**src/cpu_macros.svh**
```systemverilog
`ifndef CPU_MACROS_SVH
`define CPU_MACROS_SVH

// data path and register file
`define CPU_XLEN 32
`define CPU_REG_COUNT 32

// word addresses of the two memories
`define CPU_IMEM_ADDR_WIDTH 16
`define CPU_DMEM_ADDR_WIDTH 8

`endif

```
**src/cpu_pkg.sv**
```systemverilog
`default_nettype none

`include "cpu_macros.svh"

package cpu_pkg;

	typedef logic [`CPU_XLEN-1:0] word_t;
	typedef logic [$clog2(`CPU_REG_COUNT)-1:0] reg_addr_t;
	typedef logic [`CPU_IMEM_ADDR_WIDTH-1:0] imem_addr_t;
	typedef logic [`CPU_DMEM_ADDR_WIDTH-1:0] dmem_addr_t;

	// condition codes, bit positions inside flags_t
	typedef logic [2:0] flags_t;
	localparam int FLAG_ZERO = 2;
	localparam int FLAG_SIGN = 1;
	localparam int FLAG_OVER = 0;

	// operand sources in execute
	localparam logic [1:0] FWD_REG = 2'd0;
	localparam logic [1:0] FWD_EXMEM = 2'd1;
	localparam logic [1:0] FWD_MEMWB = 2'd2;

	typedef enum logic [4:0] {
		OP_ADD = 5'b00000,
		OP_ADDI = 5'b00001,
		OP_SUB = 5'b00010,
		OP_AND = 5'b00011,
		OP_ANDI = 5'b00100,
		OP_OR = 5'b00101,
		OP_ORI = 5'b00110,
		OP_XOR = 5'b00111,
		OP_SLL = 5'b01000,
		OP_SRL = 5'b01001,
		OP_SRA = 5'b01010,
		OP_LOAD = 5'b01111,
		OP_STORE = 5'b10000,
		OP_B = 5'b10001
	} opcode_e;

	// low four bits of the ALU opcodes
	typedef enum logic [3:0] {
		ALU_ADD = 4'd0,
		ALU_ADDI = 4'd1,
		ALU_SUB = 4'd2,
		ALU_AND = 4'd3,
		ALU_ANDI = 4'd4,
		ALU_OR = 4'd5,
		ALU_ORI = 4'd6,
		ALU_XOR = 4'd7,
		ALU_SLL = 4'd8,
		ALU_SRL = 4'd9,
		ALU_SRA = 4'd10
	} alu_op_e;

	typedef enum logic [2:0] {
		COND_NE = 3'd0,
		COND_EQ = 3'd1,
		COND_GT = 3'd2,
		COND_LT = 3'd3,
		COND_GE = 3'd4,
		COND_LE = 3'd5,
		COND_OVER = 3'd6,
		COND_ALWAYS = 3'd7
	} cond_e;

endpackage

`default_nettype wire

```
**src/register_file.sv**
```systemverilog
`default_nettype none

`include "cpu_macros.svh"

module register_file (
	input wire clk,
	input wire rst_n,
	input wire cpu_pkg::reg_addr_t rs1,
	input wire cpu_pkg::reg_addr_t rs2,
	input wire cpu_pkg::reg_addr_t rd,
	input wire we,
	input wire cpu_pkg::word_t wdata,
	output cpu_pkg::word_t rdata1,
	output cpu_pkg::word_t rdata2
);
	import cpu_pkg::*;

	word_t regs [`CPU_REG_COUNT];

	// r0 is never written
	always_ff @(posedge clk or negedge rst_n) begin
		if (!rst_n) begin
			for (int i = 0; i < `CPU_REG_COUNT; i++) begin
				regs[i] <= '0;
			end
		end else if (we && rd != '0) begin
			regs[rd] <= wdata;
		end
	end

	// writeback in the same cycle is seen by decode
	function automatic word_t read_port(reg_addr_t addr);
		if (addr == '0) begin
			return '0;
		end
		if (we && rd == addr) begin
			return wdata;
		end
		return regs[addr];
	endfunction

	always_comb begin
		rdata1 = read_port(rs1);
		rdata2 = read_port(rs2);
	end

endmodule

`default_nettype wire

```
**config.mk**
```make
export PLATFORM = sky130hd
export DESIGN_NAME = register_file
export DESIGN_NICKNAME = d
export VERILOG_FILES = /design/src/cpu_pkg.sv /design/src/register_file.sv
export VERILOG_INCLUDE_DIRS = /design/src
export SDC_FILE = /design/constraint.sdc
export NUM_CORES = 2
export LEC_CHECK = 0
export BUFFER_PORTS_ARGS = -buffer_cell sky130_fd_sc_hd__buf_2
export CORE_MARGIN = 2
export CORE_UTILIZATION = 40
export DETAILED_ROUTE_END_ITERATION = 8
export GPL_ROUTABILITY_DRIVEN = 0
export REMOVE_ABC_BUFFERS = 1
export SLEW_MARGIN = 5
export SYNTH_ARGS = -nofsm -noshare
export SYNTH_HDL_FRONTEND = slang
export SYNTH_SLANG_ARGS = --single-unit
export TNS_END_PERCENT = 50
```
**constraint.sdc**
```tcl
create_clock -name clk -period 3.6 [get_ports clk]
set_clock_uncertainty 0.15 [all_clocks]
set_input_delay 0.36 -clock clk [delete_from_list [all_inputs] [get_ports clk]]
set_output_delay 0.36 -clock clk [all_outputs]
set_load 0.005 [all_outputs]
```
Word level (Yosys, flattened, before mapping)

Index checks and enable logic that the tools add are counted.

Register bits: 1024
Input port bits: 50
Output and inout bits: 64
Logic and storage cells: 71

Magnitude comparators: 4
Eq/ne operators: 2
Mux-type cells: 23
Bitwise gates (word level): 3
Reductions and logical operators: 7

Operators by type and width:

| kind                 | count |
|---|---|
| $bwmux W1024         | 1 |
| $mux W32             | 13 |
| $bmux W32 S5         | 2 |
| $demux W32 S5        | 1 |
| $ge A6 B6 Y1 const B | 3 |
| $not A5 Y6           | 3 |
| $eq A5 B5 Y1         | 2 |
| $logic_not A5 Y1     | 2 |
| $lt A6 B1 Y1 const B | 1 |
| $mux W1              | 6 |
| $reduce_bool A5 Y1   | 1 |
| $logic_and A1 B1 Y1  | 4 |

Logic depth before layout (Yosys ltp)

Depth in word-level cells: 6
Depth in mapped cells: 9
Depth with buffers taken out: 5

Worst setup path after synthesis

No wires, ideal clock.

Path kind: input -> output
Start: input rs1[0]
End: output rdata1[11]
Arrival time: 1.911 ns
Required time: 3.090 ns
Path slack: 1.179 ns
Cell stages on the path: 7
Buffers on the path: 3
Cells stage by stage: buf_6 > buf_6 > buf_4 > mux4_2 > a22oi_1 > nand3_1 > a221o_1

Word-level cells in the longest chain between the ends: 6
Elaborated cells between the ends (all ways): 13
Classes of those cells: eq/ne (1); mux (9); bitwise (1); reduce/logical (2)

Ends and longest elaborated chain:

| what                                                                          | RTL line                                 | text |
|---|---|---|
| start: declaration                                                            | register_file.sv:8                       | `input wire cpu_pkg::reg_addr_t rs1,` |
| $not A5 Y6 (not written as such) / $eq A5 B5 Y1 (equally long branches)       | register_file.sv:39, register_file.sv:36 |  |
| $bmux W32 S5 / $logic_and A1 B1 Y1 (equally long branches)                    | register_file.sv:39, register_file.sv:36 |  |
| $mux W32 (not written as such) / $mux W1 (equally long branches) (2 in a row) | register_file.sv:39, register_file.sv:36 |  |
| $mux W32                                                                      | register_file.sv:39                      | `return regs[addr];` |
| $mux W32 *                                                                    | register_file.sv:36                      | `if (we && rd == addr) begin` |
| end: declaration                                                              | register_file.sv:13                      | `output cpu_pkg::word_t rdata1,` |

Every way passes the cells marked *; elsewhere a longest branch is shown, timed or not. The select of a mux whose other input is x is not followed.

Final worst setup path

Start: input rs1[3]
End: output rdata1[1]

Same word-level chain as after synthesis.

==> metrics.yaml <==
slew_viol_final: 0
largest_reg_flops: 1024
p_leak_nw: 27.9
combPwrFrac: 0.201
routed_wl_um: 195000
rsz0062_at_grt: "false"
cts_inserted_buffers: 115
max_cap_violations: 0
cpMostUsedCell: "buf_2"
final_nets: 4043
cp-end-kind: "output pin"
cp-start-kind: "input port"
rows: 137
synth_top_cell_area_share: 0.458
num_vias: 37700
finalHoldViolCount: 0
rrSetupSlack_ns: 2.65
fin_crit_sh: 0.968
synth_edf_count: 0
swShare: 0.274
max_slew_margin: 0.0380
tns_ns: 0
reg_top3: "regs x1024"
critPathTopFamily: "compound AO/OA/AOI/OAI gates"
met2_usage: 0.421
die_area_um2: 143000
ys_seq_elements: 1024
path_cells: "buf_2 > xnor2_1 > nand2_1 > o21ai_2 > buf_4 > a31oi_1 > a221o_1 > buf_2"
fp.dieH_um: 378
critical-path-slowest-cell: "o21ai_2"
power_switching_w: 0.00978
power_density_nw_per_um2: 559
avgSynthCellArea_um2: 14.3
p_int_w: 0.0259
irDropWorstVdd_uv: 411
critPathArrivalTime_ns: 2.98
fillers: 12500
ios: 114
htreeDepth: 3
met1_usage: 0.376
drt_drc_violations_left: 0
async_reset_ff_frac: 1.00
yosysSeqAreaShare: 0.458
yosys_warnings: 0
grt_use_total: 0.273
path_buf_inv: 3
io_buffer_count: 113
cts_sinks: 1024
synth_area_leaders: "dfrtp_1 46%, mux2_2 22%, mux4_2 15%"
die_x_um: 378
timing.rr.start: "regs[805]"
synth-main-ff-cell: "dfrtp_1"
post-route-min-period_ns: 3.49
r2r_cells: 1
synthTopCellsByCount: "1105 x mux2_2, 1024 x dfrtp_1, 365 x mux4_2, 250 x mux2i_1, 188 x clkbuf_1"
drt_first_pass_iters: 6
synth_area_leader_cell: "dfrtp_1"
dpl_cell_area_um2: 59600
root_buffer: "clkbuf_16"
cp_data_required_time_ns: 3.09
clockBufferDepth: 3
seqPwrFrac: 0.429
drive_gt1_frac: 0.523
synth_cells: 3920
status: "completed"
grt.busiest_layer: "met2"
top_register: "regs"
gr-total-overflow: 0
syn2layout_area_growth_pct: 14.1
met3_usage: 0.0590
synth_area_um2: 56000
drt_iter0_drc: 3928
reg2reg_to: "regs[805]"
hpwl_um: 121000
fmaxAchievable_mhz: 287
path_max_fanout: 10
routedWlPerCell_um: 32.7
via_per_inst: 6.32
synth_cell_types: 63
crit_type: "in2out"
antenna_found_initial: 7
core-area_um2: 139000
worstMarginPinSlew_ns: 1.44
cp_slowest_stage_delay_ns: 1.13
grt_pass1_vias: 38200
hold_class: "in2async"
ant_nets: 0
setup_viol: 0
grt_pass1_wl_um: 282000
fin_area_um2: 63900
clk_pin_slew_ns: 0.06
grt_max_degree: 110
clkPwrFrac: 0.370
worstSkewPairLatency_ns: 0.73
cts_tree: "done"
yosysMostFrequentCell: "mux2_2"
start_util: 0.402
[cells in the final DEF, fill, tap and decap left out, drive strengths merged, types with 8 or more instances in the layout]
master	synthesis	layout
clkinv	3	31
o21ai	29	29
a211oi	37	37
mux2	1106	1106
o22ai	107	107
a221oi	55	55
a22o	10	10
a21oi	29	29
nor3b	17	17
a211o	18	18
dfrtp	1024	1024
or2	8	8
nor2b	15	15
clkbuf	188	159
bufinv	0	22
mux2i	250	250
a221o	21	21
buf	247	385
nor2	91	91
inv	7	11
nor3	96	96
xnor2	9	9
a2111oi	24	24
nor4	25	25
nand2	48	48
nand3	8	8
mux4	365	365
nand2b	19	19
a22oi	20	20
[kinds of logic after synthesis]
| family | after synthesis | share of synthesized area |
|---|---|---|
| DFF | 1024 | 0.458 |
| and+or+nand+nor | 347 | 0.0319 |
| xor gates and xnor gates | 10 | 0.00156 |
| buffers and inverters | 445 | 0.0442 |
| muxes | 1721 | 0.414 |
| AOI/OAI and AO/OA | 373 | 0.0507 |
[area by class of cell]
type	count	area [µm²]	share of cell area
multi-input combinational	2451	28200	0.441
timing repair buffer	391	3470	0.0543
clock inverter	57	921	0.0144
antenna	1	2.50	0.0000392
tap	1876	2350	0.0367
clock buffer	157	3330	0.0521
inverter	10	37.5	0.000588
sequential	1024	25600	0.401
[power groups by stage]
| stage | clock network (W) | logic [W] | registers, W |
|---|---|---|---|
| 3_5_place_dp | 0 | 0.00716 | 0.0155 |
| 4_1_cts | 0.0134 | 0.00720 | 0.0153 |
| 5_1_grt | 0.0139 | 0.00770 | 0.0156 |
| 6_report | 0.0132 | 0.00719 | 0.0153 |
| 3_3_place_gp | 0 | 0.00704 | 0.0153 |
| 2_1_floorplan | 0 | 0.00485 | 0.0149 |
[worst max path at each step]
stage          cells after the start  slack (ns)    endpoint      start
2_1_floorplan                      3        0.66   regs[224]      rd[0]
3_3_place_gp                      10        0.09  rdata1[24]     rs1[0]
3_5_place_dp                      10        0.11  rdata1[24]     rs1[0]
4_1_cts                            7        0.04  rdata1[27]  regs[347]
5_1_grt                            7         0.1  rdata1[27]  regs[347]
6_report                           8        0.11   rdata1[1]     rs1[3]
[per-layer routing]
metal | part of all wire | routed length, µm
met1 | 0.42 | 82000
met5 | 0.00031 | 60
met2 | 0.46 | 89400
met4 | 0.042 | 8130
met3 | 0.079 | 15500
[repair_timing]
action                                  in CTS  in global routing
hold endpoints to repair                   220                  0
resized for setup                            0                  3
buffers inserted                             0                  0
endpoints found under the setup margin       0                  2
hold buffers                                 4                  0
[metrics by stage]
stage / std cells / hold slack, ns / total power (W) / worst slack [ns] / util
6_report: 5967 / 0.0404 / 0.0357 / 0.114 / 0.459
3_3_place_gp: 5748 / 0.226 / 0.0224 / 0.0911 / 0.428
2_1_floorplan: 3485 / -0.0856 / 0.0197 / 0.661 / -
4_1_cts: 5966 / 0.0402 / 0.0358 / 0.0358 / 0.459
5_1_grt: 5966 / 0.0791 / 0.0372 / 0.0973 / 0.459
3_5_place_dp: 5748 / 0.233 / 0.0226 / 0.114 / 0.428
(Power assumes the default switching activity.)
