[config.mk]
export PLATFORM = sky130hd
export DESIGN_NAME = execute_stage
export DESIGN_NICKNAME = d
export VERILOG_FILES = /design/src/cpu_pkg.sv /design/src/execute_stage.sv
export VERILOG_INCLUDE_DIRS = /design/src
export SDC_FILE = /design/constraint.sdc
export NUM_CORES = 1
export LEC_CHECK = 0
export BUFFER_PORTS_ARGS = -buffer_cell sky130_fd_sc_hd__buf_2
export CELL_PAD_IN_SITES_DETAIL_PLACEMENT = 0
export CELL_PAD_IN_SITES_GLOBAL_PLACEMENT = 1
export CORE_ASPECT_RATIO = 0.75
export CORE_MARGIN = 10
export CORE_UTILIZATION = 27
export CTS_CLUSTER_DIAMETER = 120
export CTS_CLUSTER_SIZE = 20
export DETAILED_ROUTE_END_ITERATION = 10
export PLACE_DENSITY_LB_ADDON = 0.12
export SYNTH_ARGS = -nofsm -noshare
export SYNTH_HDL_FRONTEND = slang
export SYNTH_SLANG_ARGS = --single-unit
[constraint.sdc]
create_clock -name clk -period 6.08 [get_ports clk]
set_input_delay 1.216 -clock clk [delete_from_list [all_inputs] [get_ports clk]]
set_output_delay 1.216 -clock clk [all_outputs]
set_load 0.02 [all_outputs]
[src/cpu_macros.svh]
`ifndef CPU_MACROS_SVH
`define CPU_MACROS_SVH

// data path and register file
`define CPU_XLEN 32
`define CPU_REG_COUNT 32

// word addresses of the two memories
`define CPU_IMEM_ADDR_WIDTH 16
`define CPU_DMEM_ADDR_WIDTH 8

`endif

[src/cpu_pkg.sv]
`default_nettype none

`include "cpu_macros.svh"

package cpu_pkg;

	typedef logic [`CPU_XLEN-1:0] word_t;
	typedef logic [$clog2(`CPU_REG_COUNT)-1:0] reg_addr_t;
	typedef logic [`CPU_IMEM_ADDR_WIDTH-1:0] imem_addr_t;
	typedef logic [`CPU_DMEM_ADDR_WIDTH-1:0] dmem_addr_t;

	// condition codes, bit positions inside flags_t
	typedef logic [2:0] flags_t;
	localparam int FLAG_ZERO = 2;
	localparam int FLAG_SIGN = 1;
	localparam int FLAG_OVER = 0;

	// operand sources in execute
	localparam logic [1:0] FWD_REG = 2'd0;
	localparam logic [1:0] FWD_EXMEM = 2'd1;
	localparam logic [1:0] FWD_MEMWB = 2'd2;

	typedef enum logic [4:0] {
		OP_ADD = 5'b00000,
		OP_ADDI = 5'b00001,
		OP_SUB = 5'b00010,
		OP_AND = 5'b00011,
		OP_ANDI = 5'b00100,
		OP_OR = 5'b00101,
		OP_ORI = 5'b00110,
		OP_XOR = 5'b00111,
		OP_SLL = 5'b01000,
		OP_SRL = 5'b01001,
		OP_SRA = 5'b01010,
		OP_LOAD = 5'b01111,
		OP_STORE = 5'b10000,
		OP_B = 5'b10001
	} opcode_e;

	// low four bits of the ALU opcodes
	typedef enum logic [3:0] {
		ALU_ADD = 4'd0,
		ALU_ADDI = 4'd1,
		ALU_SUB = 4'd2,
		ALU_AND = 4'd3,
		ALU_ANDI = 4'd4,
		ALU_OR = 4'd5,
		ALU_ORI = 4'd6,
		ALU_XOR = 4'd7,
		ALU_SLL = 4'd8,
		ALU_SRL = 4'd9,
		ALU_SRA = 4'd10
	} alu_op_e;

	typedef enum logic [2:0] {
		COND_NE = 3'd0,
		COND_EQ = 3'd1,
		COND_GT = 3'd2,
		COND_LT = 3'd3,
		COND_GE = 3'd4,
		COND_LE = 3'd5,
		COND_OVER = 3'd6,
		COND_ALWAYS = 3'd7
	} cond_e;

endpackage

`default_nettype wire

[src/execute_stage.sv]
`default_nettype none

module execute_stage (
	input wire clk,
	input wire rst_n,
	input wire cpu_pkg::word_t idex_a,
	input wire cpu_pkg::word_t idex_b,
	input wire cpu_pkg::word_t idex_imm,
	input wire cpu_pkg::reg_addr_t idex_rd,
	input wire cpu_pkg::alu_op_e idex_alu_op,
	input wire idex_use_imm,
	input wire idex_set_flags,
	input wire idex_load,
	input wire idex_store,
	input wire idex_write,
	input wire [1:0] fwd_a,
	input wire [1:0] fwd_b,
	input wire cpu_pkg::word_t memwb_data,
	output cpu_pkg::flags_t flags,
	output cpu_pkg::word_t exmem_result,
	output cpu_pkg::word_t exmem_store_data,
	output cpu_pkg::reg_addr_t exmem_rd,
	output logic exmem_load,
	output logic exmem_store,
	output logic exmem_write
);
	import cpu_pkg::*;

	localparam int MSB = $bits(word_t) - 1;

	word_t op_a, op_b_reg, op_b, result;
	logic overflow;
	flags_t flags_next;

	function automatic word_t forward(logic [1:0] sel, word_t reg_value);
		case (sel)
			FWD_EXMEM: return exmem_result;
			FWD_MEMWB: return memwb_data;
			default: return reg_value;
		endcase
	endfunction

	always_comb begin
		op_a = forward(fwd_a, idex_a);
		op_b_reg = forward(fwd_b, idex_b);
		op_b = idex_use_imm ? idex_imm : op_b_reg;
	end

	//////////////////////////////////////////////////////////////////////
	// ALU

	always_comb begin
		result = '0;
		overflow = 1'b0;
		case (idex_alu_op)
			ALU_ADD, ALU_ADDI: begin
				result = op_a + op_b;
				overflow = (op_a[MSB] == op_b[MSB]) && (result[MSB] != op_a[MSB]);
			end
			ALU_SUB: begin
				result = op_a - op_b;
				overflow = (op_a[MSB] != op_b[MSB]) && (result[MSB] != op_a[MSB]);
			end
			ALU_AND, ALU_ANDI: result = op_a & op_b;
			ALU_OR, ALU_ORI: result = op_a | op_b;
			ALU_XOR: result = op_a ^ op_b;
			// shift amount from the low five bits
			ALU_SLL: result = op_a << op_b[4:0];
			ALU_SRL: result = op_a >> op_b[4:0];
			ALU_SRA: result = word_t'($signed(op_a) >>> op_b[4:0]);
			default: ;
		endcase
	end

	always_comb begin
		flags_next[FLAG_ZERO] = (result == '0);
		flags_next[FLAG_SIGN] = result[MSB];
		flags_next[FLAG_OVER] = overflow;
	end

	// condition codes
	always_ff @(posedge clk or negedge rst_n) begin
		if (!rst_n) begin
			flags <= '0;
		end else if (idex_set_flags) begin
			flags <= flags_next;
		end
	end

	//////////////////////////////////////////////////////////////////////
	// EX/MEM

	always_ff @(posedge clk or negedge rst_n) begin
		if (!rst_n) begin
			exmem_load <= 1'b0;
			exmem_store <= 1'b0;
			exmem_write <= 1'b0;
		end else begin
			exmem_load <= idex_load;
			exmem_store <= idex_store;
			exmem_write <= idex_write;
		end
	end

	always_ff @(posedge clk) begin
		exmem_result <= result;
		exmem_store_data <= op_b_reg;
		exmem_rd <= idex_rd;
	end

endmodule

`default_nettype wire

## Word-level counts from Yosys, hierarchy flattened

Index checks and enable logic that the tools add are counted.

- Bits in registers: 75
- Input port bits: 148
- Output and inout bits: 75
- Logic and storage cells: 45

- Add/sub/neg operators: 2
- Eq/ne operators: 18
- Shifts and indexed selects: 3
- Multiplexer cells: 5
- Bitwise logic cells: 3
- Reductions and logical operators: 7

Operator list:

| cell | count |
|---|---|
| one-hot mux 32 bit (8 select lines) | 1 |
| one-hot mux 32 bit (2 select lines) | 2 |
| adder 32 bit | 1 |
| bitwise AND 32 bit | 1 |
| logical NOT 32 bit | 1 |
| 2-to-1 mux 32 bit | 1 |
| OR 32 bit | 1 |
| << shifter 32 x 5 -> 32 bit | 1 |
| right shift 32 x 5 -> 32 bit | 1 |
| >>> shifter 32 x 5 -> 32 bit | 1 |
| subtractor 32 bit | 1 |
| bitwise XOR 32 bit | 1 |
| equality test 4 x 3 -> 1 bit (second input constant) | 4 |
| equality test 4 bit (second input constant) | 3 |
| equality test 4 x 2 -> 1 bit (second input constant) | 2 |
| OR reduction 2 bit | 3 |
| equality test 2 x 1 -> 1 bit (second input constant) | 2 |
| equality test 2 bit (second input constant) | 2 |
| equality test 4 x 1 -> 1 bit (second input constant) | 1 |
| logical NOT 4 bit | 1 |
| != test 1 bit | 3 |
| logical AND 1 bit | 2 |
| one-hot mux 1 bit (2 select lines) | 1 |
| equality test 1 bit | 1 |

## Logic depth before layout (Yosys ltp)

- Depth after elaboration: 7
- Depth in mapped cells: 23
- Depth with buffers taken out: 20

## Worst setup path after synthesis

OpenSTA, ideal clock, no wires.

- Path type: input -> register
- Start point: input fwd_b[0]
- End point: register flags[2]
- Setup time: 0.101 ns
- Arrival: 6.491 ns
- Data required time: 5.979 ns
- Path slack: -0.512 ns
- Cell stages on the path: 23
- Buffers on the path: 4
- Cells stage by stage: inv_1 > ha_1 > buf_6 > or2_4 > o221ai_4 > inv_2 > buf_6 > buf_2 > buf_1 > ha_1 > fa_1 > nand2b_2 > a2111oi_4 > o21ai_2 > a2111oi_4 > o41ai_1 > o31a_1 > a221o_1 > a21o_1 > or4b_1 > nor4_1 > nand3_1 > o32ai_1

- Word-level cells in the longest chain between the ends: 6
- Elaborated cells on any way between the ends: 14
- Those cells by class: add/sub (2); eq/ne (2); shift (3); mux (3); bitwise (3); reduce/logical (1)

Ends and longest elaborated chain:

| item | line | text |
|---|---|---|
| start: declaration | execute_stage.sv:17 | `input wire [1:0] fwd_b,` |
| equality test 2 bit or equality test 2 x 1 -> 1 bit (tied branches) | execute_stage.sv:36 | `case (sel)` |
| one-hot mux 32 bit (2 select lines) * | execute_stage.sv:36 |  |
| 2-to-1 mux 32 bit * | execute_stage.sv:46 | `op_b = idex_use_imm ? idex_imm : op_b_reg;` |
| subtractor 32 bit, or another cell as far along | execute_stage.sv:61 | `result = op_a - op_b;` |
| one-hot mux 32 bit (8 select lines) * | execute_stage.sv:55 | `case (idex_alu_op)` |
| net result[20] | execute_stage.sv:31 | `word_t op_a, op_b_reg, op_b, result;` |
| logical NOT 32 bit * | execute_stage.sv:76 | `flags_next[FLAG_ZERO] = (result == '0);` |
| end signal: assignment | execute_stage.sv:86 | `flags <= flags_next;` |
| end: declaration | execute_stage.sv:19 | `output cpu_pkg::flags_t flags,` |

Mark *: on every way through the listed nets, which the timed path passes. The rest lies on a longest branch.
A chain may end at the register's enable or synchronous reset.

## Worst setup path after layout

- Start point: input fwd_a[0]
- End point: register flags[2]

- Word-level cells in the longest chain between the ends: 5
- Elaborated cells on any way between the ends: 13
- Those cells by class: add/sub (2); eq/ne (2); shift (3); mux (2); bitwise (3); reduce/logical (1)

Ends and longest elaborated chain:

| item | line | text |
|---|---|---|
| start: declaration | execute_stage.sv:16 | `input wire [1:0] fwd_a,` |
| equality test 2 bit or equality test 2 x 1 -> 1 bit (tied branches) | execute_stage.sv:36 |  |
| one-hot mux 32 bit (2 select lines) * | execute_stage.sv:36 |  |
| subtractor 32 bit, or another cell as far along | execute_stage.sv:61 |  |
| one-hot mux 32 bit (8 select lines) * | execute_stage.sv:55 |  |
| net result[20] | execute_stage.sv:31 |  |
| logical NOT 32 bit * | execute_stage.sv:76 |  |

Marked as above.

==> results_dict.tcl <==
set metrics [dict create \
    status "complete, no violations" \
    ys_types 92 \
    cp.required_ps 6340 \
    placed_cell_area_um2 17400 \
    clk_pin_slew_ps 70 \
    clock-sinks 75 \
    overflow 0 \
    switchingPower_mw 2.55 \
    synthToLayoutAreaGrowth_pct 42.0 \
    place_congestion 1.02 \
    period_share_pct 97.3 \
    io_buffer_count 222 \
    place_ws_ps -544 \
    grt_pass1_vias 16300 \
    p_int_mw 2.39 \
    drc_errors 0 \
    drive_gt1_share_pct 32.4 \
    finClkSkew_ps 12.9 \
    htreeDepth 3 \
    synthesis.area_per_instance_um2 6.96 \
    cts_hold_buf 0 \
    p_seq_share_pct 14.0 \
    clockRootBuffer "clkbuf_16" \
    first_pass_iters 6 \
    tritoncts "yes" \
    antenna_found_initial 6 \
    setup_ws_ps 164 \
    wl_per_cell_um 28.2 \
    syn-cell-area_um2 12500 \
    p_clk_share_pct 11.6 \
    clk_path_buf_depth 2 \
    setup_viol 0 \
    synth_top_area_share_pct 11.0 \
    fmax_mhz 169 \
    yosysTopAreaCell "dfxtp_1" \
    drt_iter0_markers 2237 \
    drv_slew 0 \
    die_area_um2 55600 \
    yosysWarnings 0 \
    worstHoldPathType "reg2reg" \
    core_um2 45900 \
    power_density_nw_per_um2 278 \
    worstPathArrival_ps 6180 \
    ios 223 \
    layout_common_cells "buf_4 (437), buf_2 (222), nor2_1 (207)" \
    clk_latency_ps 360 \
    rows 68 \
    crit_type "in2reg" \
    die_w_um 269 \
    switching_share_pct 51.6 \
    grt_pass1_wl_um 117000 \
    peakVddDrop_uv 122 \
    synth_seq_area_share_pct 12.2 \
    netlist_instances 1802 \
    async_reset_ff_share_pct 8.00 \
    synth_edf_count 0 \
    finalCriticalPeriod_ps 5920 \
    wirelength_um 83300 \
    final_common_cell "buf_4" \
    synth-seq-cells 75 \
    p_leak_nw 8.43 \
    vias 17500 \
    die_y_um 207 \
    initial_utilization_pct 27.3 \
    grt_start_max_net_pins 44 \
    synth-main-ff-cell "dfxtp_1" \
    grt_usage_pct 28.6 \
    synth_nets 2052 \
    synthTopCellsByArea "dfxtp_1 (11%), ha_1 (10%), mux2i_1 (8.9%)" \
    cap_violations 0 \
    critPathLaunchType "primary input" \
    crit_fanout 6 \
    numCtsBuffers 9 \
    relSlewSlack_pct 23.0 \
    vias_per_cell 5.92 \
    nNetsFinal 2598 \
    p_comb_share_pct 74.4 \
    dpl.hpwl_um 68600 \
    worst_pin_slew_ps 1140 \
    rsz0062_at_grt "true" \
    fin_area_um2 17800 \
    hold_viol_final 0 \
    ant_nets 0 \
    end_kind "register" \
]
[synth_stat cells (7+ instances only)]
cell,instances
o21ai_1,15
a21oi_1,133
a2111oi_0,9
a221o_1,30
dfxtp_1,69
buf_1,20
clkbuf_1,83
nor3b_1,8
nor4_1,20
a221oi_1,26
nor2b_1,16
o21a_1,19
o31ai_1,20
a22oi_1,57
buf_2,24
nand2_1,129
a21o_1,15
o221ai_1,16
o22ai_1,56
mux2i_1,112
nand3_1,30
nor2_1,208
o21bai_1,8
o21ai_2,10
ha_1,100
o21ai_0,133
nor3_1,43
nand4_1,10
inv_1,127
mux2_2,7
xnor2_1,15
o211ai_1,21
o41ai_1,7
a211oi_1,24
nand2b_1,21
or3_1,14
[power groups by stage]
| stage | clock [mW] | sequential, mW | combinational, mW |
|---|---|---|---|
| after floorplan | 0 | 0.798 | 1.62 |
| after global placement | 0 | 0.696 | 3.55 |
| after detailed placement | 0 | 0.700 | 3.52 |
| after CTS | 0.592 | 0.689 | 3.55 |
| after global routing | 0.614 | 0.701 | 3.88 |
| final | 0.575 | 0.690 | 3.68 |
[critical path: stages]
cell       delay [ps]
buf_2             110
inv_1              50
ha_2              380
a221o_1           130
o21ai_0           100
buf_4             160
buf_4             150
ha_4              170
fa_2              350
nand2b_4          170
a2111oi_4         370
o21ai_2           160
a2111oi_4         400
o41ai_2           170
o31a_1            330
a221o_1           340
a21o_1            180
or4b_4            540
nor4_4            320
nand3_1           110
o32ai_1           260
[state kept, by name, indices dropped and copies added, names as in the netlist]
| register | flops |
|---|---|
| exmem_result | 32 |
| flags | 3 |
| exmem_store_data | 32 |
| exmem_store | 1 |
| exmem_rd | 5 |
| exmem_write | 1 |
| exmem_load | 1 |
[per-layer routing]
metal,routed length (µm),vias up,GRT usage (%)
met4,2290,2,7.59
met5,12,-,0
met2,31100,1055,38.1
li1,-,7838,-
met1,40400,8445,43.9
met3,9410,131,6.77
[cell families (layout without fill, tap and decap cells)]
kind of cell             Yosys count  after routing  share of synthesized area (%)
AO/OA/AOI/OAI                    689            689                           38.3
AND/OR/NAND/NOR                  534            534                           19.8
other                              0              1                              0
flip-flops                        75             75                           12.2
adder cells (fa/ha/maj)          102            102                           10.3
buffers and inverters            266            817                           8.64
XOR/XNOR                          16             16                           1.12
multiplexers                     120            120                           9.68
[repair_timing]
action / CTS / global route
buffers inserted: 0 / 1
pin swaps: 1 / 5
endpoints found under the setup margin: 1 / 3
resized for setup: 4 / 29
[cell type report]
cell class / instances / area, µm²
diodes: 1 / 2.50
clock buffers: 9 / 225
clock inverters: 7 / 82.6
fillers: 4946 / 28100
inverters: 131 / 497
multi-input cells: 1461 / 10100
flip-flops and latches: 75 / 1530
well taps: 595 / 744
repair buffers: 670 / 4600
[stage by stage]
step / std cells / total power [mW] / util [%] / hold WS (ps) / TNS (ps)
floorplan: 1802 / 2.41 / - / 611 / -74.3
finish: 2949 / 4.94 / 38.8 / 520 / 0
global route: 2948 / 5.20 / 38.8 / 536 / -26.7
global placement: 2931 / 4.24 / 37.8 / 486 / -473
detailed placement: 2931 / 4.22 / 37.8 / 503 / -891
CTS: 2947 / 4.83 / 38.5 / 519 / 0
[worst paths after layout]
kind | from | end | slack [ps] | cells past startpoint
worst max-delay path | fwd_a[0] | flags[2] | 160 | 21
worst min-delay path | flags[1] | flags[1] | 520 | 1
worst max register to register | exmem_result[0] | flags[2] | 1130 | 18
worst min register to register | flags[1] | flags[1] | 520 | 1
max in group asynchronous | rst_n | exmem_write | 5260 | 1
min in group asynchronous | rst_n | exmem_store | 670 | 1
Power figures use the tool's default switching activity.
