## config.mk

```make
export PLATFORM = sky130hd
export DESIGN_NAME = hazard_unit
export DESIGN_NICKNAME = d
export VERILOG_FILES = /design/src/cpu_pkg.sv /design/src/hazard_unit.sv
export VERILOG_INCLUDE_DIRS = /design/src
export SDC_FILE = /design/constraint.sdc
export NUM_CORES = 1
export LEC_CHECK = 0
export BUFFER_PORTS_ARGS = -buffer_cell sky130_fd_sc_hd__buf_2
export CORE_AREA = 2 2 39 41
export DETAILED_ROUTE_END_ITERATION = 16
export DIE_AREA = 0 0 41 43
export PLACE_DENSITY = 0.75
export RECOVER_POWER = 100
export SYNTH_ARGS = -nofsm -noshare
export SYNTH_HDL_FRONTEND = slang
export SYNTH_SLANG_ARGS = --single-unit
```

## constraint.sdc

```tcl
create_clock -name vclk -period 3
set_clock_uncertainty 0.1 [all_clocks]
set_input_delay 0.45 -clock vclk [all_inputs]
set_output_delay 0.45 -clock vclk [all_outputs]
set_load 0.05 [all_outputs]
```

## src/cpu_macros.svh

```systemverilog
`ifndef CPU_MACROS_SVH
`define CPU_MACROS_SVH

// data path and register file
`define CPU_XLEN 32
`define CPU_REG_COUNT 32

// word addresses of the two memories
`define CPU_IMEM_ADDR_WIDTH 16
`define CPU_DMEM_ADDR_WIDTH 8

`endif

```

## src/cpu_pkg.sv

```systemverilog
`default_nettype none

`include "cpu_macros.svh"

package cpu_pkg;

	typedef logic [`CPU_XLEN-1:0] word_t;
	typedef logic [$clog2(`CPU_REG_COUNT)-1:0] reg_addr_t;
	typedef logic [`CPU_IMEM_ADDR_WIDTH-1:0] imem_addr_t;
	typedef logic [`CPU_DMEM_ADDR_WIDTH-1:0] dmem_addr_t;

	// condition codes, bit positions inside flags_t
	typedef logic [2:0] flags_t;
	localparam int FLAG_ZERO = 2;
	localparam int FLAG_SIGN = 1;
	localparam int FLAG_OVER = 0;

	// operand sources in execute
	localparam logic [1:0] FWD_REG = 2'd0;
	localparam logic [1:0] FWD_EXMEM = 2'd1;
	localparam logic [1:0] FWD_MEMWB = 2'd2;

	typedef enum logic [4:0] {
		OP_ADD = 5'b00000,
		OP_ADDI = 5'b00001,
		OP_SUB = 5'b00010,
		OP_AND = 5'b00011,
		OP_ANDI = 5'b00100,
		OP_OR = 5'b00101,
		OP_ORI = 5'b00110,
		OP_XOR = 5'b00111,
		OP_SLL = 5'b01000,
		OP_SRL = 5'b01001,
		OP_SRA = 5'b01010,
		OP_LOAD = 5'b01111,
		OP_STORE = 5'b10000,
		OP_B = 5'b10001
	} opcode_e;

	// low four bits of the ALU opcodes
	typedef enum logic [3:0] {
		ALU_ADD = 4'd0,
		ALU_ADDI = 4'd1,
		ALU_SUB = 4'd2,
		ALU_AND = 4'd3,
		ALU_ANDI = 4'd4,
		ALU_OR = 4'd5,
		ALU_ORI = 4'd6,
		ALU_XOR = 4'd7,
		ALU_SLL = 4'd8,
		ALU_SRL = 4'd9,
		ALU_SRA = 4'd10
	} alu_op_e;

	typedef enum logic [2:0] {
		COND_NE = 3'd0,
		COND_EQ = 3'd1,
		COND_GT = 3'd2,
		COND_LT = 3'd3,
		COND_GE = 3'd4,
		COND_LE = 3'd5,
		COND_OVER = 3'd6,
		COND_ALWAYS = 3'd7
	} cond_e;

endpackage

`default_nettype wire

```

## src/hazard_unit.sv

```systemverilog
`default_nettype none

module hazard_unit (
	input wire cpu_pkg::reg_addr_t rs1,
	input wire cpu_pkg::reg_addr_t rs2,
	input wire cpu_pkg::reg_addr_t idex_rs1,
	input wire cpu_pkg::reg_addr_t idex_rs2,
	input wire cpu_pkg::reg_addr_t idex_rd,
	input wire cpu_pkg::reg_addr_t exmem_rd,
	input wire cpu_pkg::reg_addr_t memwb_rd,
	input wire id_cond_branch,
	input wire idex_load,
	input wire idex_set_flags,
	input wire idex_write,
	input wire exmem_write,
	input wire exmem_load,
	input wire memwb_write,
	output logic [1:0] fwd_a,
	output logic [1:0] fwd_b,
	output logic stall
);
	import cpu_pkg::*;

	logic load_use, flag_wait;

	// youngest producer wins, a load in EX/MEM has no data yet
	function automatic logic [1:0] fwd_select(reg_addr_t src);
		if (exmem_write && !exmem_load && exmem_rd != '0 && exmem_rd == src) begin
			return FWD_EXMEM;
		end
		if (memwb_write && memwb_rd != '0 && memwb_rd == src) begin
			return FWD_MEMWB;
		end
		return FWD_REG;
	endfunction

	always_comb begin
		fwd_a = fwd_select(idex_rs1);
		fwd_b = fwd_select(idex_rs2);
	end

	assign load_use = idex_load && idex_write && idex_rd != '0
		&& (idex_rd == rs1 || idex_rd == rs2);
	// flags are written at the end of EX
	assign flag_wait = id_cond_branch && idex_set_flags;
	assign stall = load_use || flag_wait;

endmodule

`default_nettype wire

```

After elaboration in Yosys (flattened, before gate mapping)
Cells that the tools add are included.
- register bits after elaboration: 0
- input port bits: 42
- output and inout bits: 5
- word-level logic and storage cells: 37
- eq/ne operators: 6
- mux-type cells: 14
- reduce and logical (&&, ||, !) cells: 17
- operator list (operator ; count):
    5-bit == test ; 6
    2-bit 2-to-1 mux ; 8
    5-bit nonzero test ; 3
    1-bit logical AND ; 11
    1-bit 2-to-1 mux ; 6
    1-bit logical OR ; 2
    1-bit logical NOT ; 1

Logic depth before layout (Yosys ltp)
Gate-level depths: netlist of the first run.
- depth after elaboration: 8
- depth in mapped cells: 4
- depth with buffers taken out: 4

Worst setup path after synthesis of the first run
OpenSTA, ideal clock, no wires.
- kind: in2out
- from: input exmem_write
- to: output fwd_a[1]
- arrival: 2.828 ns
- data required time: 2.450 ns
- setup slack: -0.378 ns
- cell stages on the path: 4
- buffers on the path: 0
- cells stage by stage: nor2b_1 -> o21ai_2 -> nor4_1 -> nor4_2
- word-level cells in the longest chain between the ends: 5
- ends and longest elaborated chain (element ; RTL line ; text):
    start: declaration ; hazard_unit.sv:15 ; input wire exmem_write,
    1-bit logical AND (3 in series) ; hazard_unit.sv:28 ; if (exmem_write && !exmem_load && exmem_rd != '0 && exmem_rd == src) begin
    1-bit 2-to-1 mux ; hazard_unit.sv:28 ;
    2-bit 2-to-1 mux ; hazard_unit.sv:31 ; if (memwb_write && memwb_rd != '0 && memwb_rd == src) begin
    end: declaration ; hazard_unit.sv:18 ; output logic [1:0] fwd_a,
No other way between the ends.

Worst setup path after layout of the first run
- from: input exmem_rd[1]
- to: output fwd_a[1]
- word-level cells in the longest chain between the ends: 5
- elaborated cells on any way between the ends: 6
- those cells by class: eq/ne: 1; mux: 2; reduce/logical: 3
- ends and longest elaborated chain (element ; RTL line ; text):
    start: declaration ; hazard_unit.sv:9 ; input wire cpu_pkg::reg_addr_t exmem_rd,
    5-bit nonzero test ; hazard_unit.sv:28 ;
    1-bit logical AND ; hazard_unit.sv:28 ;
    1-bit logical AND (*) ; hazard_unit.sv:28 ;
    1-bit 2-to-1 mux (*) ; hazard_unit.sv:28 ;
    2-bit 2-to-1 mux (*) ; hazard_unit.sv:31 ;
Every way passes the cells marked *; elsewhere a longest branch is shown, timed or not.

==> results of run 1 <==
-- kinds of logic (layout without fill, tap and decap cells) --
| kind of cell | Yosys count | in the layout | synth area share |
|---|---|---|---|
| XOR/XNOR | 30 | 30 | 0.6422 |
| AND/OR/NAND/NOR | 17 | 17 | 0.2752 |
| AO/OA/AOI/OAI | 5 | 5 | 0.08256 |
| buffers and inverters | 0 | 47 | 0 |
-- power breakdown --
part	leakage [nW]	total, W	internal, W	switching [W]
clock	0	0	0	0
sequential	0	0	0	0
combinational	0.311	0.0000884	0.0000437	0.0000447
-- synth_stat cells (all sizes together) --
cell type,instances
a22oi,1
nand2,1
nand3,2
nor2,2
nor2b,1
nor3,2
nor4,4
o211ai,1
o21ai,3
or4,5
xnor2,6
xor2,24
-- through the flow --
| step | util | instances |
|---|---|---|
| after floorplan | - | 52 |
| after global placement | 0.4801 | 115 |
| after detailed placement | 0.4801 | 115 |
| after CTS | 0.4801 | 115 |
| after global routing | 0.4756 | 115 |
| final | 0.4756 | 115 |
-- how the worst max path moves through the flow --
stage	from	to	slack, ns	depth (start not counted)
finish	exmem_rd[1]	fwd_a[1]	0.34	6
global route	exmem_rd[1]	fwd_a[1]	0.24	6
CTS	exmem_rd[1]	fwd_a[1]	0.54	6
detailed placement	exmem_rd[1]	fwd_a[1]	0.54	6
global placement	exmem_rd[1]	fwd_b[1]	0.58	6
floorplan	exmem_write	fwd_a[1]	-0.38	4
-- critical path: stages --
cell	delay, ns
buf_2	0.12
or4_1	0.54
o21ai_2	0.15
nor4_1	0.10
nor4_2	0.26
clkbuf_1	0.49
-- per-layer routing --
metal / vias to the layer above / part of all wire
met5: - / 0
met1: 248 / 0.40
met2: 19 / 0.54
met4: 0 / 0
met3: 0 / 0.063
li1: 279 / -
-- cell type report --
type,instances,area share
Multi-Input combinational cell,52,0.6217
Timing Repair Buffer,47,0.3479
Tap cell,16,0.03042
-- layout by cell type, fill, tap and decap left out, types with 2 or more instances in the layout --
cell type,instances
nand3_1,2
nor4_2,2
xnor2_1,6
or4_1,5
nor3_1,2
nor4_1,2
xor2_1,24
clkbuf_1,5
buf_2,42
nor2_1,2
==> metrics.md, run 1 <==
| Metric | Value |
|---|---|
| Status | `completed` |
| WS Path Type | `in2out` |
| Fillcell total | `137` |
| Unrepaired setup endpoints after global routing | `false` |
| Core area | `1384 um2` |
| Post-synth net total | `94` |
| Final WL | `1.240 mm` |
| Fin Hold WS | `1.300 ns` |
| PwrDens | `134.3 nW/um2` |
| Die area | `1763 um2` |
| Initial Utilization | `0.2957` |
| All-layer global routing usage | `0.1558` |
| Synth cell types | `15` |
| Crit path time final | `2.657 ns` |
| Mapped Cells | `52` |
| # port buffers | `47` |
| Detail Route Antenna Nets | `0` |
| Gr ovfl total | `0` |
| Area delta synth->final | `60.86%` |
| IO Pins | `47` |
| Final Cycle Share | `0.8857` |
| Worst hold path startpoint | `idex_set_flags` |
| Nets | `143` |
| Max transition margin | `0.6051` |
| Sequential-to-total area share from yosys stat | `0` |
| CP arrival | `2.11 ns` |
| Routed vias | `546` |
| Worst Max-Slew Pin Slew | `0.5948 ns` |
| M1 GR Usage | `0.2025` |
| Leak pwr | `0.3108 nW` |
| Final setup TNS | `0 ns` |
| Ant. Diodes | `0` |
| Final worst slack | `0.3428 ns` |
| Die H | `43 um` |
| Multi-input logic area | `409.1 um2` |
| Wire length per cell | `10.78 um` |
| Vias in the first global route | `524` |
| Post CTS Setup Buffer Count | `0` |
| Crit start category | `input port` |
| Die W | `41 um` |
| CP Max Fanout | `3` |
| Max-slew violations | `0` |
| Worst VDD drop | `0.00005673 V` |
| Worst hold path class | `in2out` |
| Area leader, netlist | `xor2_1` |
| Max_cap viols | `0` |
| Hold Fails Final Rpt | `0` |
| Syn_area_per_cell | `7.868 um2` |
| Initial antenna violation count | `0` |
| Largest net degree at the start of global routing | `4` |
| Residual DRC | `0` |
| GR peak layer | `met2` |
| Final setup viols | `0` |
| Total power | `0.00008840 W` |
| Area after DPL | `664.4 um2` |
| Final Wtd Congestion | `0.6898` |
| Design area | `658.1 um2` |
| Largest cells by area after synthesis | `xor2_1 (51%), xnor2_1 (13%), or4_1 (9.2%), nor4_2 (6.1%), nor4_1 (3.1%)` |
| Synthesis Warnings | `0` |
| Dpl hpwl | `1.190 mm` |
| Register area | `0 um2` |
| Hold depth | `4` |
| Post_cts resized | `0` |
| Via-to-Cell Ratio | `4.748` |
| Met3 usage | `0.005236` |
| Pre-CTS setup slack | `0.5376 ns` |
| # clk buffers | `0` |
| CP endpoint kind | `primary output` |
| Initial detailed-routing violation count | `5` |
| Syn Std Cell Area | `409.1 um2` |
| F_max | `0.3763 GHz` |
| Hold EP | `stall` |
| Share of cells above drive strength 1 | `0.4545` |
| TritonRoute pass-1 iters | `4` |
| GR Layer Usage met2 | `0.2844` |
| First-pass GRT wire length | `2.021 mm` |
| Hold_buf cts | `0` |
| Seq cells | `0` |
| Share of the synthesized area in the top cell type | `0.5138` |
| Required time of the worst setup path | `2.45 ns` |
| Rows | `14` |
Power figures use the tool's default switching activity.
==> inputs of run 2 (changes only) <==
--- a/config.mk
+++ b/config.mk
@@ -7,10 +7,9 @@
 export NUM_CORES = 1
 export LEC_CHECK = 0
 export BUFFER_PORTS_ARGS = -buffer_cell sky130_fd_sc_hd__buf_2
-export CORE_AREA = 2 2 39 41
+export CORE_MARGIN = 2
+export CORE_UTILIZATION = 25
 export DETAILED_ROUTE_END_ITERATION = 16
-export DIE_AREA = 0 0 41 43
-export PLACE_DENSITY = 0.75
 export RECOVER_POWER = 100
 export SYNTH_ARGS = -nofsm -noshare
 export SYNTH_HDL_FRONTEND = slang
==> metrics.md, run 2 (synthesized netlist as in run 1, its figures left out) <==
| Metric | Value |
|---|---|
| Crit start category | `input port` |
| Leak pwr | `0.3108 nW (unchanged)` |
| CP max stage delay | `0.53 ns (about the same)` |
| Die area | `1976 um2 (+12%)` |
| Initial Utilization | `0.2685 (-0.02719)` |
| Commonest non-fill, non-tap cells in the layout | `buf_2 (42), xor2_1 (24), xnor2_1 (6)` |
| Total power | `0.00008787 W (-0.60%)` |
| Area delta synth->final | `60.86% (unchanged)` |
| CP max stage cell | `or4_1` |
| Post_cts resized | `0 (unchanged)` |
| Hold Fails Final Rpt | `0 (unchanged)` |
| WS Path Type | `in2out` |
| CP arrival | `2.09 ns (-0.02 ns)` |
| Nets | `143 (unchanged)` |
| TritonRoute pass-1 iters | `3 (-1)` |
| Worst VDD drop | `0.00004949 V (-13%)` |
| Dpl hpwl | `1.198 mm (+0.73%)` |
| Worst hold path startpoint | `idex_set_flags` |
| CP Max Fanout | `3 (unchanged)` |
| Crit path time final | `2.641 ns (-0.01609 ns)` |
| Status | `completed` |
| Max_cap viols | `0 (unchanged)` |
| Util after Layout | `0.4319 (-0.04373)` |
| Core area | `1524 um2 (+10%)` |
| Residual DRC | `0 (unchanged)` |
| Commonest non-fill, non-tap cell in the layout | `buf_2` |
| Design area | `658.1 um2 (unchanged)` |
| Largest net degree at the start of global routing | `4 (unchanged)` |
| Hold_buf cts | `0 (unchanged)` |
| Final Wtd Congestion | `0.8342 (+21%)` |
| Initial detailed-routing violation count | `4 (-1)` |
| Unrepaired setup endpoints after global routing | `false` |
| Fin Hold WS | `1.293 ns (-0.007400 ns)` |
| Wire length per cell | `11.03 um (+2.3%)` |
| Worst path cell trace | `buf_2 -> or4_1 -> o21ai_2 -> nor4_1 -> nor4_2 -> clkbuf_1` |
| Die H | `44.46 um (+3.4%)` |
| PwrDens | `133.5 nW/um2 (-0.60%)` |
| Vias in the first global route | `503 (-4.0%)` |
| Worst Max-Slew Pin Slew | `0.5948 ns (-0.00006193 ns)` |
| Share of cells above drive strength 1 | `0.4545 (unchanged)` |
| # clk buffers | `0 (unchanged)` |
| Final setup TNS | `0 ns (unchanged)` |
| Seq cells | `0 (unchanged)` |
| CP endpoint kind | `primary output` |
| First-pass GRT wire length | `1.994 mm (-1.3%)` |
| Max transition margin | `0.6052 (about the same)` |
| Fillcell total | `177 (+29%)` |
| Register area | `0 um2 (unchanged)` |
| IO Pins | `47 (unchanged)` |
| Initial antenna violation count | `0 (unchanged)` |
| Die W | `44.46 um (+8.4%)` |
| Required time of the worst setup path | `2.45 ns (about the same)` |
| Final WL | `1.268 mm (+2.3%)` |
| F_max | `0.3786 GHz (+0.61%)` |
| Gr ovfl total | `0 (unchanged)` |
| Routed vias | `543 (-0.55%)` |
| Hold depth | `4 (unchanged)` |
| Ant. Diodes | `0 (unchanged)` |
| Worst hold path class | `in2out` |
| Hold EP | `stall` |
| Max-slew violations | `0 (unchanged)` |
| Final setup viols | `0 (unchanged)` |
| Via-to-Cell Ratio | `4.722 (-0.55%)` |
| Post CTS Setup Buffer Count | `0 (unchanged)` |
| All-layer global routing usage | `0.1283 (-0.02751)` |
| Rows | `14 (unchanged)` |
| Area after DPL | `664.4 um2 (unchanged)` |
| Final Cycle Share | `0.8804 (-0.005364)` |
| Detail Route Antenna Nets | `0 (unchanged)` |
| # port buffers | `47 (unchanged)` |
## run 2: report_power, final
group	internal, W	switching [W]	leakage (nW)
logic	0.0000437	0.0000442	0.311
clock network	0	0	0
registers	0	0	0
total	0.0000437	0.0000442	0.311
## run 2: worst max-delay path by stage
stage	startpoint	endpoint	depth (start not counted)
2_1_floorplan	exmem_write	fwd_a[1]	4
3_3_place_gp	exmem_rd[1]	fwd_b[1]	6
3_5_place_dp	exmem_rd[1]	fwd_b[1]	6
4_1_cts	exmem_rd[1]	fwd_b[1]	6
5_1_grt	exmem_rd[1]	fwd_a[1]	6
6_report	exmem_rd[1]	fwd_a[1]	6
## run 2: metrics by stage
stage                     cells  setup slack, ns
final                       115           0.3589
after detailed placement    115           0.5559
after global routing        115           0.2878
after global placement      115           0.5672
after floorplan              52          -0.3783
after CTS                   115           0.5458
## run 2: critical path, delay by kind of cell
family                 cells  cell delay, ns
and+or+nand+nor            3            0.89
buffers and inverters      2            0.61
AOI/OAI and AO/OA          1            0.15
## run 2: layer usage
layer / global-route usage / up-vias / wire length (um)
met5: 0 / - / 0
met4: 0.01212 / 0 / 8
met3: 0.004082 / 2 / 50
met2: 0.2324 / 12 / 653
met1: 0.1735 / 248 / 555
li1: - / 281 / -
## run 2: layout make-up
type | instances | area [um2] | share of cell area
repair buffers | 47 | 229.0 | 0.3479
multi-input cells | 52 | 409.1 | 0.6217
well taps | 16 | 20.02 | 0.03042
